`config.mk`:
```
export PLATFORM = sky130hd
export DESIGN_NAME = sdram_ctrl
export DESIGN_NICKNAME = d
export VERILOG_FILES = /design/src/sdram_pkg.sv /design/src/sdram_ctrl.sv /design/src/data_path.sv /design/src/cmd_scheduler.sv /design/src/refresh_timer.sv
export VERILOG_INCLUDE_DIRS = /design/src /design/src/include
export SDC_FILE = /design/constraint.sdc
export NUM_CORES = 1
export LEC_CHECK = 0
export ABC_AREA = 1
export ABC_CLOCK_PERIOD_IN_PS = 2750
export BUFFER_PORTS_ARGS = -buffer_cell sky130_fd_sc_hd__buf_2
export CORE_MARGIN = 2
export CORE_UTILIZATION = 40
export CTS_CLUSTER_SIZE = 40
export DETAILED_ROUTE_END_ITERATION = 6
export PLACE_DENSITY = 0.72
export REMOVE_ABC_BUFFERS = 1
export SLEW_MARGIN = 0
export SYNTH_ARGS = -nofsm -noshare
export SYNTH_HDL_FRONTEND = slang
export SYNTH_SLANG_ARGS = --single-unit
```
`constraint.sdc`:
```
create_clock -name CLK -period 2.75 [get_ports CLK]
set_clock_uncertainty 0.05 [all_clocks]
set_input_delay 0.1375 -clock CLK [delete_from_list [all_inputs] [get_ports CLK]]
set_output_delay 0.1375 -clock CLK [all_outputs]
set_load 0.01 [all_outputs]
```
`src/include/sdram_defines.svh`:
```
`ifndef SDRAM_DEFINES_SVH
`define SDRAM_DEFINES_SVH

// host address is row, then bank, then column
`define SD_ROW_W       12
`define SD_BANK_W      2
`define SD_COL_W       10
`define SD_ADDR_W      24

`define SD_PIN_W       13        // SDRAM address pins
`define SD_DATA_W      32

// command spacing in clock cycles
`define SD_T_GAP       3         // any command to the next
`define SD_T_WR        5         // write to precharge
`define SD_T_RFC       12        // auto refresh to anything

`define SD_REF_PERIOD  200       // cycles between strobe toggles
`define SD_CAS_LAT     2         // READ to data on dq_in

`endif
```
`src/sdram_pkg.sv`:
```
`include "sdram_defines.svh"

package sdram_pkg;

  // encodings as on the SDRAM pins {ras_n, cas_n, we_n}
  typedef enum logic [2:0] {
    NOOP = 3'b111,
    ACTV = 3'b011,
    READ = 3'b101,
    WRTE = 3'b100,
    PRCH = 3'b010,
    ARSR = 3'b001
  } sdram_cmd_e;

  typedef struct packed {
    logic [`SD_PIN_W-`SD_ROW_W-1:0] pad;
    logic [`SD_ROW_W-1:0]           addr;
  } sd_row_view_t;

  typedef struct packed {
    logic [`SD_PIN_W-`SD_COL_W-2:0] pad;
    logic                           ap;     // auto precharge on pin A10
    logic [`SD_COL_W-1:0]           addr;
  } sd_col_view_t;

  // row for ACTV, column for READ/WRTE
  typedef union packed {
    sd_row_view_t row;
    sd_col_view_t col;
  } sdram_addr_u;

  typedef struct packed {
    sdram_cmd_e            cmd;
    logic [`SD_BANK_W-1:0] bank;
    sdram_addr_u           addr;
  } sdram_cmd_t;

  typedef struct packed {
    logic                  req;
    logic                  we;
    logic [`SD_ADDR_W-1:0] addr;
    logic [`SD_DATA_W-1:0] wdata;
  } host_req_t;

  typedef struct packed {
    logic                  valid;
    logic                  bulk;   // owner is the bulk port
    logic [`SD_DATA_W-1:0] data;
  } rd_resp_t;

endpackage

```
`src/sdram_ctrl.sv`:
```
`timescale 1ns/1ps
`include "sdram_defines.svh"

module sdram_ctrl (
  input  logic                   CLK,
  input  logic                   RST,
  input  sdram_pkg::host_req_t   rand_req,
  input  sdram_pkg::host_req_t   bulk_req,
  input  logic [`SD_DATA_W-1:0]  dq_in,
  output logic                   rand_grant,
  output logic                   bulk_grant,
  output sdram_pkg::sdram_cmd_t  sd_cmd,
  output logic [`SD_DATA_W-1:0]  dq_out,
  output logic                   dq_oe,
  output sdram_pkg::rd_resp_t    rd_resp
);

  logic ref_strobe;   // toggles once per refresh period

  refresh_timer i_refresh_timer (
    .CLK        (CLK),
    .RST        (RST),
    .ref_strobe (ref_strobe)
  );

  cmd_scheduler i_cmd_scheduler (
    .CLK        (CLK),
    .RST        (RST),
    .ref_strobe (ref_strobe),
    .rand_req   (rand_req),
    .bulk_req   (bulk_req),
    .sd_cmd     (sd_cmd),
    .rand_grant (rand_grant),
    .bulk_grant (bulk_grant)
  );

  data_path i_data_path (
    .CLK        (CLK),
    .RST        (RST),
    .sd_cmd     (sd_cmd),
    .rand_grant (rand_grant),
    .bulk_grant (bulk_grant),
    .rand_wdata (rand_req.wdata),
    .bulk_wdata (bulk_req.wdata),
    .dq_in      (dq_in),
    .dq_out     (dq_out),
    .dq_oe      (dq_oe),
    .rd_resp    (rd_resp)
  );

endmodule

```
`src/data_path.sv`:
```
`timescale 1ns/1ps
`include "sdram_defines.svh"

module data_path (
  input  logic                   CLK,
  input  logic                   RST,
  input  sdram_pkg::sdram_cmd_t  sd_cmd,
  input  logic                   rand_grant,
  input  logic                   bulk_grant,
  input  logic [`SD_DATA_W-1:0]  rand_wdata,
  input  logic [`SD_DATA_W-1:0]  bulk_wdata,
  input  logic [`SD_DATA_W-1:0]  dq_in,
  output logic [`SD_DATA_W-1:0]  dq_out,
  output logic                   dq_oe,
  output sdram_pkg::rd_resp_t    rd_resp
);

  import sdram_pkg::*;

  logic [`SD_CAS_LAT-1:0] rd_vld;    // reads in flight
  logic [`SD_CAS_LAT-1:0] rd_own;    // set when bulk owns the stage
  logic                   resp_valid;
  logic                   resp_bulk;
  logic [`SD_DATA_W-1:0]  resp_data;

  always_ff @(posedge CLK)
  begin
    if (!RST)
    begin
      dq_oe      <= 1'b0;
      rd_vld     <= '0;
      resp_valid <= 1'b0;
    end
    else
    begin
      dq_oe     <= (sd_cmd.cmd == WRTE);   // one cycle after the command
      rd_vld[0] <= (sd_cmd.cmd == READ);
      for (int i = 1; i < `SD_CAS_LAT; i++)
        rd_vld[i] <= rd_vld[i-1];
      resp_valid <= rd_vld[`SD_CAS_LAT-1];
    end
  end

  always_ff @(posedge CLK)
  begin
    if (sd_cmd.cmd == WRTE)
      dq_out <= rand_grant ? rand_wdata : bulk_wdata;   // grant marks the owner
    rd_own[0] <= bulk_grant;
    for (int i = 1; i < `SD_CAS_LAT; i++)
      rd_own[i] <= rd_own[i-1];
    if (rd_vld[`SD_CAS_LAT-1])
    begin
      resp_bulk <= rd_own[`SD_CAS_LAT-1];
      resp_data <= dq_in;                // cas latency reached
    end
  end

  assign rd_resp = '{valid: resp_valid, bulk: resp_bulk, data: resp_data};

endmodule

```
`src/cmd_scheduler.sv`:
```
`timescale 1ns/1ps
`include "sdram_defines.svh"

module cmd_scheduler (
  input  logic                  CLK,
  input  logic                  RST,
  input  logic                  ref_strobe,
  input  sdram_pkg::host_req_t  rand_req,
  input  sdram_pkg::host_req_t  bulk_req,
  output sdram_pkg::sdram_cmd_t sd_cmd,
  output logic                  rand_grant,
  output logic                  bulk_grant
);

  import sdram_pkg::*;

  localparam int CNT_W = $clog2(`SD_T_RFC);

  localparam sdram_cmd_t CMD_IDLE = '{cmd: NOOP, bank: '0, addr: '0};

  function automatic logic [`SD_ROW_W-1:0] req_row(input host_req_t r);
    return r.addr[`SD_ADDR_W-1 -: `SD_ROW_W];
  endfunction

  function automatic logic [`SD_BANK_W-1:0] req_bank(input host_req_t r);
    return r.addr[`SD_COL_W +: `SD_BANK_W];
  endfunction

  function automatic logic [`SD_COL_W-1:0] req_col(input host_req_t r);
    return r.addr[`SD_COL_W-1:0];
  endfunction

  // open page
  logic [`SD_ROW_W-1:0]  page_row;
  logic [`SD_BANK_W-1:0] page_bank;
  logic                  page_open;

  logic                  ref_ack;
  logic                  ref_due;
  sdram_cmd_e            last_cmd;
  logic [CNT_W-1:0]      gap_cnt;
  logic [CNT_W-1:0]      gap_load;

  logic                  any_req;
  logic                  bulk_hit;
  logic                  rand_hit;
  host_req_t             sel_req;
  sdram_cmd_t            nxt;
  logic                  nxt_bulk;
  logic                  nxt_rand;
  logic                  early_ok;
  logic                  issue;

  assign ref_due = ref_strobe ^ ref_ack;           // strobe toggled since last ARSR
  assign any_req = bulk_req.req | rand_req.req;
  assign sel_req = bulk_req.req ? bulk_req : rand_req;   // bulk wins

  assign bulk_hit = bulk_req.req && page_open && !ref_due &&
                    (req_row(bulk_req) == page_row) &&
                    (req_bank(bulk_req) == page_bank);

  // rand only hits while bulk is quiet
  assign rand_hit = rand_req.req && !bulk_req.req && page_open && !ref_due &&
                    (req_row(rand_req) == page_row) &&
                    (req_bank(rand_req) == page_bank);

  always_comb
  begin
    nxt      = CMD_IDLE;
    nxt_bulk = 1'b0;
    nxt_rand = 1'b0;
    if (ref_due && page_open)
    begin
      nxt.cmd  = PRCH;       // close before refresh
      nxt.bank = page_bank;
    end
    else if (ref_due)
    begin
      nxt.cmd = ARSR;
    end
    else if (bulk_hit || rand_hit)
    begin
      nxt.cmd           = sel_req.we ? WRTE : READ;
      nxt.bank          = page_bank;
      nxt.addr.col.addr = req_col(sel_req);   // ap stays 0
      nxt_bulk          = bulk_hit;
      nxt_rand          = rand_hit;
    end
    else if (any_req && page_open)
    begin
      nxt.cmd  = PRCH;       // page miss
      nxt.bank = page_bank;
    end
    else if (any_req)
    begin
      nxt.cmd           = ACTV;
      nxt.bank          = req_bank(sel_req);
      nxt.addr.row.addr = req_row(sel_req);
    end
  end

  // gap the successor must wait after this issue
  always_comb
  begin
    case (nxt.cmd)
      ARSR:    gap_load = CNT_W'(`SD_T_RFC - 1);
      WRTE:    gap_load = CNT_W'(`SD_T_WR - 1);   // long enough for a PRCH next
      default: gap_load = CNT_W'(`SD_T_GAP - 1);
    endcase
  end

  // after a write only PRCH needs the long gap
  assign early_ok = (last_cmd == WRTE) && (nxt.cmd != PRCH) &&
                    (gap_cnt <= CNT_W'(`SD_T_WR - `SD_T_GAP));

  assign issue = (nxt.cmd != NOOP) && ((gap_cnt == '0) || early_ok);

  always_ff @(posedge CLK)
  begin
    if (!RST)
    begin
      sd_cmd     <= CMD_IDLE;
      rand_grant <= 1'b0;
      bulk_grant <= 1'b0;
      page_open  <= 1'b0;
      ref_ack    <= 1'b0;
      last_cmd   <= NOOP;
      gap_cnt    <= '0;
    end
    else
    begin
      rand_grant <= issue && nxt_rand;   // lines up with READ/WRTE on the bus
      bulk_grant <= issue && nxt_bulk;
      if (issue)
      begin
        sd_cmd   <= nxt;
        last_cmd <= nxt.cmd;
        gap_cnt  <= gap_load;
      end
      else
      begin
        sd_cmd <= CMD_IDLE;
        if (gap_cnt != '0)
          gap_cnt <= gap_cnt - 1'b1;
      end
      if (issue && (nxt.cmd == ACTV))
        page_open <= 1'b1;
      else if (issue && (nxt.cmd == PRCH))
        page_open <= 1'b0;
      if (issue && (nxt.cmd == ARSR))
        ref_ack <= ref_strobe;           // refresh served
    end
  end

  // row and bank of the page opened by ACTV
  always_ff @(posedge CLK)
  begin
    if (issue && (nxt.cmd == ACTV))
    begin
      page_row  <= nxt.addr.row.addr;
      page_bank <= nxt.bank;
    end
  end

endmodule

```
`src/refresh_timer.sv`:
```
`timescale 1ns/1ps
`include "sdram_defines.svh"

module refresh_timer (
  input  logic CLK,
  input  logic RST,
  output logic ref_strobe
);

  localparam int CNT_W = $clog2(`SD_REF_PERIOD);

  logic [CNT_W-1:0] cnt;

  // scheduler compares the strobe with its own acknowledge copy
  always_ff @(posedge CLK)
  begin
    if (!RST)
    begin
      cnt        <= CNT_W'(`SD_REF_PERIOD - 1);
      ref_strobe <= 1'b0;
    end
    else if (cnt == '0)
    begin
      cnt        <= CNT_W'(`SD_REF_PERIOD - 1);   // one toggle per period
      ref_strobe <= ~ref_strobe;
    end
    else
    begin
      cnt <= cnt - 1'b1;
    end
  end

endmodule

```
# After elaboration in Yosys (flattened, before gate mapping)
# Cells that the tools add are included.
[classes]
n_addsub = 2
mul = 0
n_div = 0
order_cmp = 1
n_eq_ne = 13
shifts = 0
n_mux = 26
bitwise_logic = 4
n_reduce_logical = 30
[op_table]
columns = ["operator", "n"]
rows = [
  ["57-bit two-way mux", 1],
  ["12-bit two-way mux", 4],
  ["32-bit two-way mux", 1],
  ["12-bit == test", 2],
  ["5-bit two-way mux", 4],
  ["1-bit logical AND", 19],
  ["3-bit == test (second input constant)", 4],
  ["10-bit two-way mux", 1],
  ["1-bit two-way mux", 9],
  ["8-bit zero test", 1],
  ["4-bit two-way mux", 2],
  ["4-bit case mux with 2 select lines", 1],
  ["8-bit by 1-bit subtractor with 8-bit output (second input constant)", 1],
  ["3-bit by 2-bit == test with 1-bit output (second input constant)", 2],
  ["2-bit == test", 2],
  ["4-bit by 2-bit <= comparator with 1-bit output (second input constant)", 1],
  ["4-bit zero test", 1],
  ["2-bit two-way mux", 2],
  ["2-bit nonzero test", 2],
  ["4-bit nonzero test", 1],
  ["4-bit by 1-bit subtractor with 4-bit output (second input constant)", 1],
  ["3-bit by 1-bit == test with 1-bit output (second input constant)", 1],
  ["3-bit two-way mux", 1],
  ["3-bit by 2-bit != test with 1-bit output (second input constant)", 1],
  ["8 further kinds", 11],
]
[totals]
ff_bits = 123
latch_bits = 0
ramBits = 0
mem_bits_ro = 0
out_inout_bits = 87
wordCells = 97
mem_count = 0

# Depth between registers and ports, before layout
[depth]
ltp_word = 18
depth_mapped = 20
ltp_nobuf = 19

# Modules after synthesis
# Synthesis repeated with hierarchy kept, for this count alone.
[unflattened]
cells_unflattened = 645
area_unflattened_um2 = 5788.1
[modules_own_cells]
columns = ["mod", "instances", "cells_each", "area_per_inst_um2"]
rows = [
  ["data_path", 1, 188, 2746.4],
  ["cmd_scheduler", 1, 396, 2561.2],
  ["refresh_timer", 1, 61, 480.5],
]

# Least setup slack after synthesis
# No wires, ideal clock.
[synth_timing]
kind = "reg2reg"
start = "register i_cmd_scheduler.sd_cmd[17] (netlist name)"
end = "register i_data_path.dq_out[0], enable pin"
setup_time_ns = 0.461
arrival_time_ns = 2.641
t_required_ns = 2.239
path_slack_ns = -0.402
path_stages_with_launch = 3
cell_sequence = "dfxtp_1 inv_1 nor3_1"
[synth_between]
elab_chain_cells = 1
[synth_lines]
columns = ["element", "line", "source"]
rows = [
  ["3-bit == test", "data_path.sv:46", "if (sd_cmd.cmd == WRTE)"],
  ["to (signal assigned)", "data_path.sv:47", "dq_out <= rand_grant ? rand_wdata : bulk_wdata;"],
  ["to (decl)", "data_path.sv:13", "output logic [`SD_DATA_W-1:0] dq_out,"],
]
# No other way between the ends.
# A chain may end at the register's enable or synchronous reset.

# Worst setup path in the final report
[layout_timing]
start = "register i_refresh_timer.ref_strobe"
end = "register i_cmd_scheduler.page_row[8], enable pin"
[layout_between]
elab_chain_cells = 15
elab_cells_between_ends = 21
[layout_lines]
columns = ["element", "line", "source"]
rows = [
  ["from (decl)", "refresh_timer.sv:7", "output logic ref_strobe"],
  ["from (signal assigned)", "refresh_timer.sv:25", "ref_strobe <= ~ref_strobe;"],
  ["1-bit XOR *", "cmd_scheduler.sv:54", "assign ref_due = ref_strobe ^ ref_ack;"],
  ["1-bit zero test", "cmd_scheduler.sv:58, cmd_scheduler.sv:63", ""],
  ["1-bit logical AND (on tied branches) (2 in series)", "cmd_scheduler.sv:58, cmd_scheduler.sv:63", ""],
  ["1-bit logical AND (on tied branches)", "cmd_scheduler.sv:59, cmd_scheduler.sv:64", ""],
  ["1-bit logical OR", "cmd_scheduler.sv:81", "else if (bulk_hit || rand_hit)"],
  ["5-bit two-way mux", "cmd_scheduler.sv:81", ""],
  ["3-bit two-way mux", "cmd_scheduler.sv:77", "else if (ref_due)"],
  ["5-bit two-way mux *", "cmd_scheduler.sv:72", "if (ref_due && page_open)"],
  ["3-bit by 2-bit != test with 1-bit output", "cmd_scheduler.sv:113", "assign early_ok = (last_cmd == WRTE) && (nxt.cmd != PRCH) &&"],
  ["1-bit logical AND (2 in series)", "cmd_scheduler.sv:113", ""],
  ["1-bit logical OR", "cmd_scheduler.sv:116", "assign issue = (nxt.cmd != NOOP) && ((gap_cnt == '0) || early_ok);"],
  ["1-bit logical AND", "cmd_scheduler.sv:116", ""],
  ["1-bit logical AND *", "cmd_scheduler.sv:158", "if (issue && (nxt.cmd == ACTV))"],
  ["to (signal assigned)", "cmd_scheduler.sv:160", "page_row <= nxt.addr.row.addr;"],
  ["to (decl)", "cmd_scheduler.sv:34", "logic [`SD_ROW_W-1:0] page_row;"],
]
# Every way passes the cells marked *; elsewhere a longest branch is shown, timed or not.

==> results by group <==
Setup path
  – CP startpoint kind: flop
  – Worst setup EP type: flop
  – Slowest cell on the critical path: dfxtp_1
  – Critical Path AT: 2360 ps
  – CP max FO: 14
  – CP Class: reg2reg
  – Ordered cell list for the critical path: inv_2 > nand2_1 > nand2_2 > nor2_1 > nand2_1 > nor2_1 > nand2_1 > nand2_2 > nand2_1 > nand3_2 > nand2_2 > nand2_2 > nand2_2 > nand2_4 > nand3_1 > inv_1 > buf_4
  – Most frequent CP cell: nand2_2
  – R2r worst-path depth: 17
  – R2r startpoint: i_refresh_timer.ref_strobe$_SDFFE_PN0P_
  – Critical R2R Capture: i_cmd_scheduler.page_row[8]$_DFFE_PP_
  – Slowest Stage Delay on Critical Path: 400 ps
  – R2R setup slack: 450 ps
  – Req. time, crit path: 2810 ps

Global routing
  – Tot GR Track Use: 22.5%
  – Total gr overflow: 0
  – First-pass GRT wire length: 24,300 um
  – Largest net degree at the start of global routing: 34
  – Initial antenna violation count: 1
  – Vias in the first global route: 4,932

Clock network
  – Clock edge transition at the registers on the reported setup and hold paths: 60 ps
  – CTS Buf Count: 17
  – # Post-CTS Setup Buffers: 0
  – CTS Root Cell: clkbuf_16
  – Maximum clock path buffer count: 2
  – Clk_lat worst skew: 420 ps
  – H-tree levels: 4
  – Clock sink count: 122
  – CTS tree: built

Logic synthesis
  – Ys async rst share: 0%
  – Library cells used by synthesis: 35
  – Post-Synthesis Cells: 549
  – Post-synth top flop: edfxtp_1
  – Number of flops mapped to enable cells by yosys: 79
  – Dominant cell type by area after synthesis: edfxtp_1
  – Syn. warnings: 0
  – Mapped cell area: 0.00535 mm2
  – Seq cells post-synth: 122
  – Sequential area share after synthesis: 60.4%
  – Post-synth top area share: 44.3%
  – Most common cell in the netlist: nand2_1
  – Commonest cells post-synth: nand2_1 (178), edfxtp_1 (79), inv_1 (69), nor2_1 (46), dfxtp_1 (43)
  – Top cells by area, synth: edfxtp_1 (44%), dfxtp_1 (16%), nand2_1 (12%)
  – Synth Area per Inst: 9.75 um2

Cells and area
  – Final std cells w/o fill: 1,083
  – Layout cells sized above 1: 36.0%
  – Syn-to-layout area delta: 55.0%
  – Final #Nets: 1,047

STA
  – Period utilization: 83.6%
  – Final setup violation count: 0
  – Fmax achieved: 435 MHz
  – Fin crit period: 2300 ps
  – Max Slew Vio Count: 0
  – Unrepaired setup endpoints after global routing: no
  – Final hold violation count: 0

Pwr
  – Worst VDD drop: 0.000537 V
  – Static leakage: 3.98 nW
  – Total Power: 5.69 mW
  – Power Density: 687 mW/mm2

Detailed routing
  – Vias: 4,968
  – First-pass DRT Iterations: 4
  – Initial drt markers: 310
  – Routed wire per std cell: 14.8 um
  – Vias/cell: 4.59
  – DRC: 0
  – Post-route ant nets: 0
  – WL final: 16,000 um

Run status
  – Status: finished, final reports clean

Worst hold path
  – Hold endpoint: i_cmd_scheduler.sd_cmd[7]$_SDFF_PN0_
  – Hold depth: 5
  – Hold path start: rand_req[39]
  – Worst hold path type: in2reg

Job
  – Max Cap Viol: 0

Floorplanning
  – I/O pin total: 237
  – Starting density of the core: 40.7%
  – FP Rows: 42
  – Core Area: 0.0131 mm2
  – Die H: 120 um
  – Die X: 120 um
  – Die Area: 0.0143 mm2

Placed design
  – Cells after DPL: 953
  – # port buffers: 235
  – Detail Placement HPWL: 10,200 um
  – GP Congestion: 0.819
[worst max-delay path by stage]
stage | cells past startpoint | startpoint | endpoint
finish | 17 | i_refresh_timer.ref_strobe$_SDFFE_PN0P_ | i_cmd_scheduler.page_row[8]$_DFFE_PP_
CTS | 16 | i_cmd_scheduler.page_row[2]$_DFFE_PP_ | i_cmd_scheduler.page_row[8]$_DFFE_PP_
global route | 17 | i_refresh_timer.ref_strobe$_SDFFE_PN0P_ | i_cmd_scheduler.page_bank[1]$_DFFE_PP_
global placement | 16 | i_cmd_scheduler.page_row[2]$_DFFE_PP_ | i_cmd_scheduler.page_row[0]$_DFFE_PP_
floorplan | 2 | i_cmd_scheduler.sd_cmd[17]$_SDFF_PN1_ | i_data_path.dq_out[0]$_DFFE_PP_
detailed placement | 16 | i_cmd_scheduler.page_row[2]$_DFFE_PP_ | i_cmd_scheduler.page_row[0]$_DFFE_PP_
[cell type report]
type                       instances  area, um2
multi-input combinational        340       1770
antenna                            1       2.50
inverter                          72        270
sequential                       122       3230
clock buffer                      18        439
clock inverter                    14        148
fill                            1048       4840
timing repair buffer             340       2210
tap                              176        220
[power by group]
group | switching (mW) | internal, mW | leakage (nW) | total (mW)
registers | 0.110 | 2.17 | 1.07 | 2.28
logic | 0.715 | 0.503 | 2.62 | 1.22
clock network | 0.834 | 1.36 | 0.286 | 2.19
[sequential cells by signal, summed over array words and instances (netlist names), 2 cells and up]
signal                     cells
i_cmd_scheduler.gap_cnt        4
i_refresh_timer.cnt            8
i_data_path.rd_own             2
i_data_path.rd_vld             2
i_data_path.resp_data         32
i_cmd_scheduler.sd_cmd        17
i_cmd_scheduler.page_row      12
i_cmd_scheduler.last_cmd       3
i_cmd_scheduler.page_bank      2
i_data_path.dq_out            32
[cells in the final DEF (no fill, tap or decap), types with 8 or more instances in the layout]
cell / Yosys / routed
nor2_1: 46 / 46
mux2_2: 32 / 32
clkbuf_16: 0 / 17
nand2_1: 178 / 178
edfxtp_1: 79 / 79
dlygate4sd3_1: 0 / 97
buf_4: 4 / 8
inv_1: 69 / 69
o21ai_0: 9 / 9
o22ai_1: 11 / 11
dfxtp_1: 43 / 43
a21oi_1: 12 / 12
buf_2: 0 / 235
[repair_timing]
action | CTS | global route
hold buffers | 97 | 0
resized for setup | 0 | 0
endpoints found under the hold margin | 67 | 0
[stage by stage]
step	area [um2]	TNS (ps)	worst slack (ps)	hold WS [ps]	utilization (%)
6_report	8290	0	452	35.2	63.1
3_5_place_dp	6730	0	478	266	51.3
4_1_cts	8290	0	450	16.1	63.1
2_1_floorplan	5270	-12880	-402	172	-
5_1_grt	8290	0	228	49.6	63.1
3_3_place_gp	6730	0	524	260	51.3
[critical path, delay by kind of cell (launching register included)]
kind / cells / cell delay, ps
DFF: 1 / 400
and+or+nand+nor: 14 / 1190
buffers and inverters: 3 / 350
[layer usage]
| metal | wire length (um) | vias up | GRT usage, % | part of all wire (%) |
|---|---|---|---|---|
| li1 | - | 2477 | - | - |
| met2 | 8110 | 208 | 39.3 | 51 |
| met3 | 1360 | 34 | 6.84 | 8.5 |
| met4 | 500 | 0 | 11.8 | 3.1 |
| met1 | 6040 | 2249 | 24.5 | 38 |
| met5 | 0 | - | 0 | 0 |
[logic make-up after synthesis]
logic type	after synthesis	synth area share [%]
other cells	1	0.0701
xor+xnor	5	0.818
mux	33	6.92
buf+inv	87	6.52
compound gates	46	5.31
simple gates	251	19.0
fa+ha+maj	4	0.935
flops	122	60.4
Power figures use the tool's default switching activity.
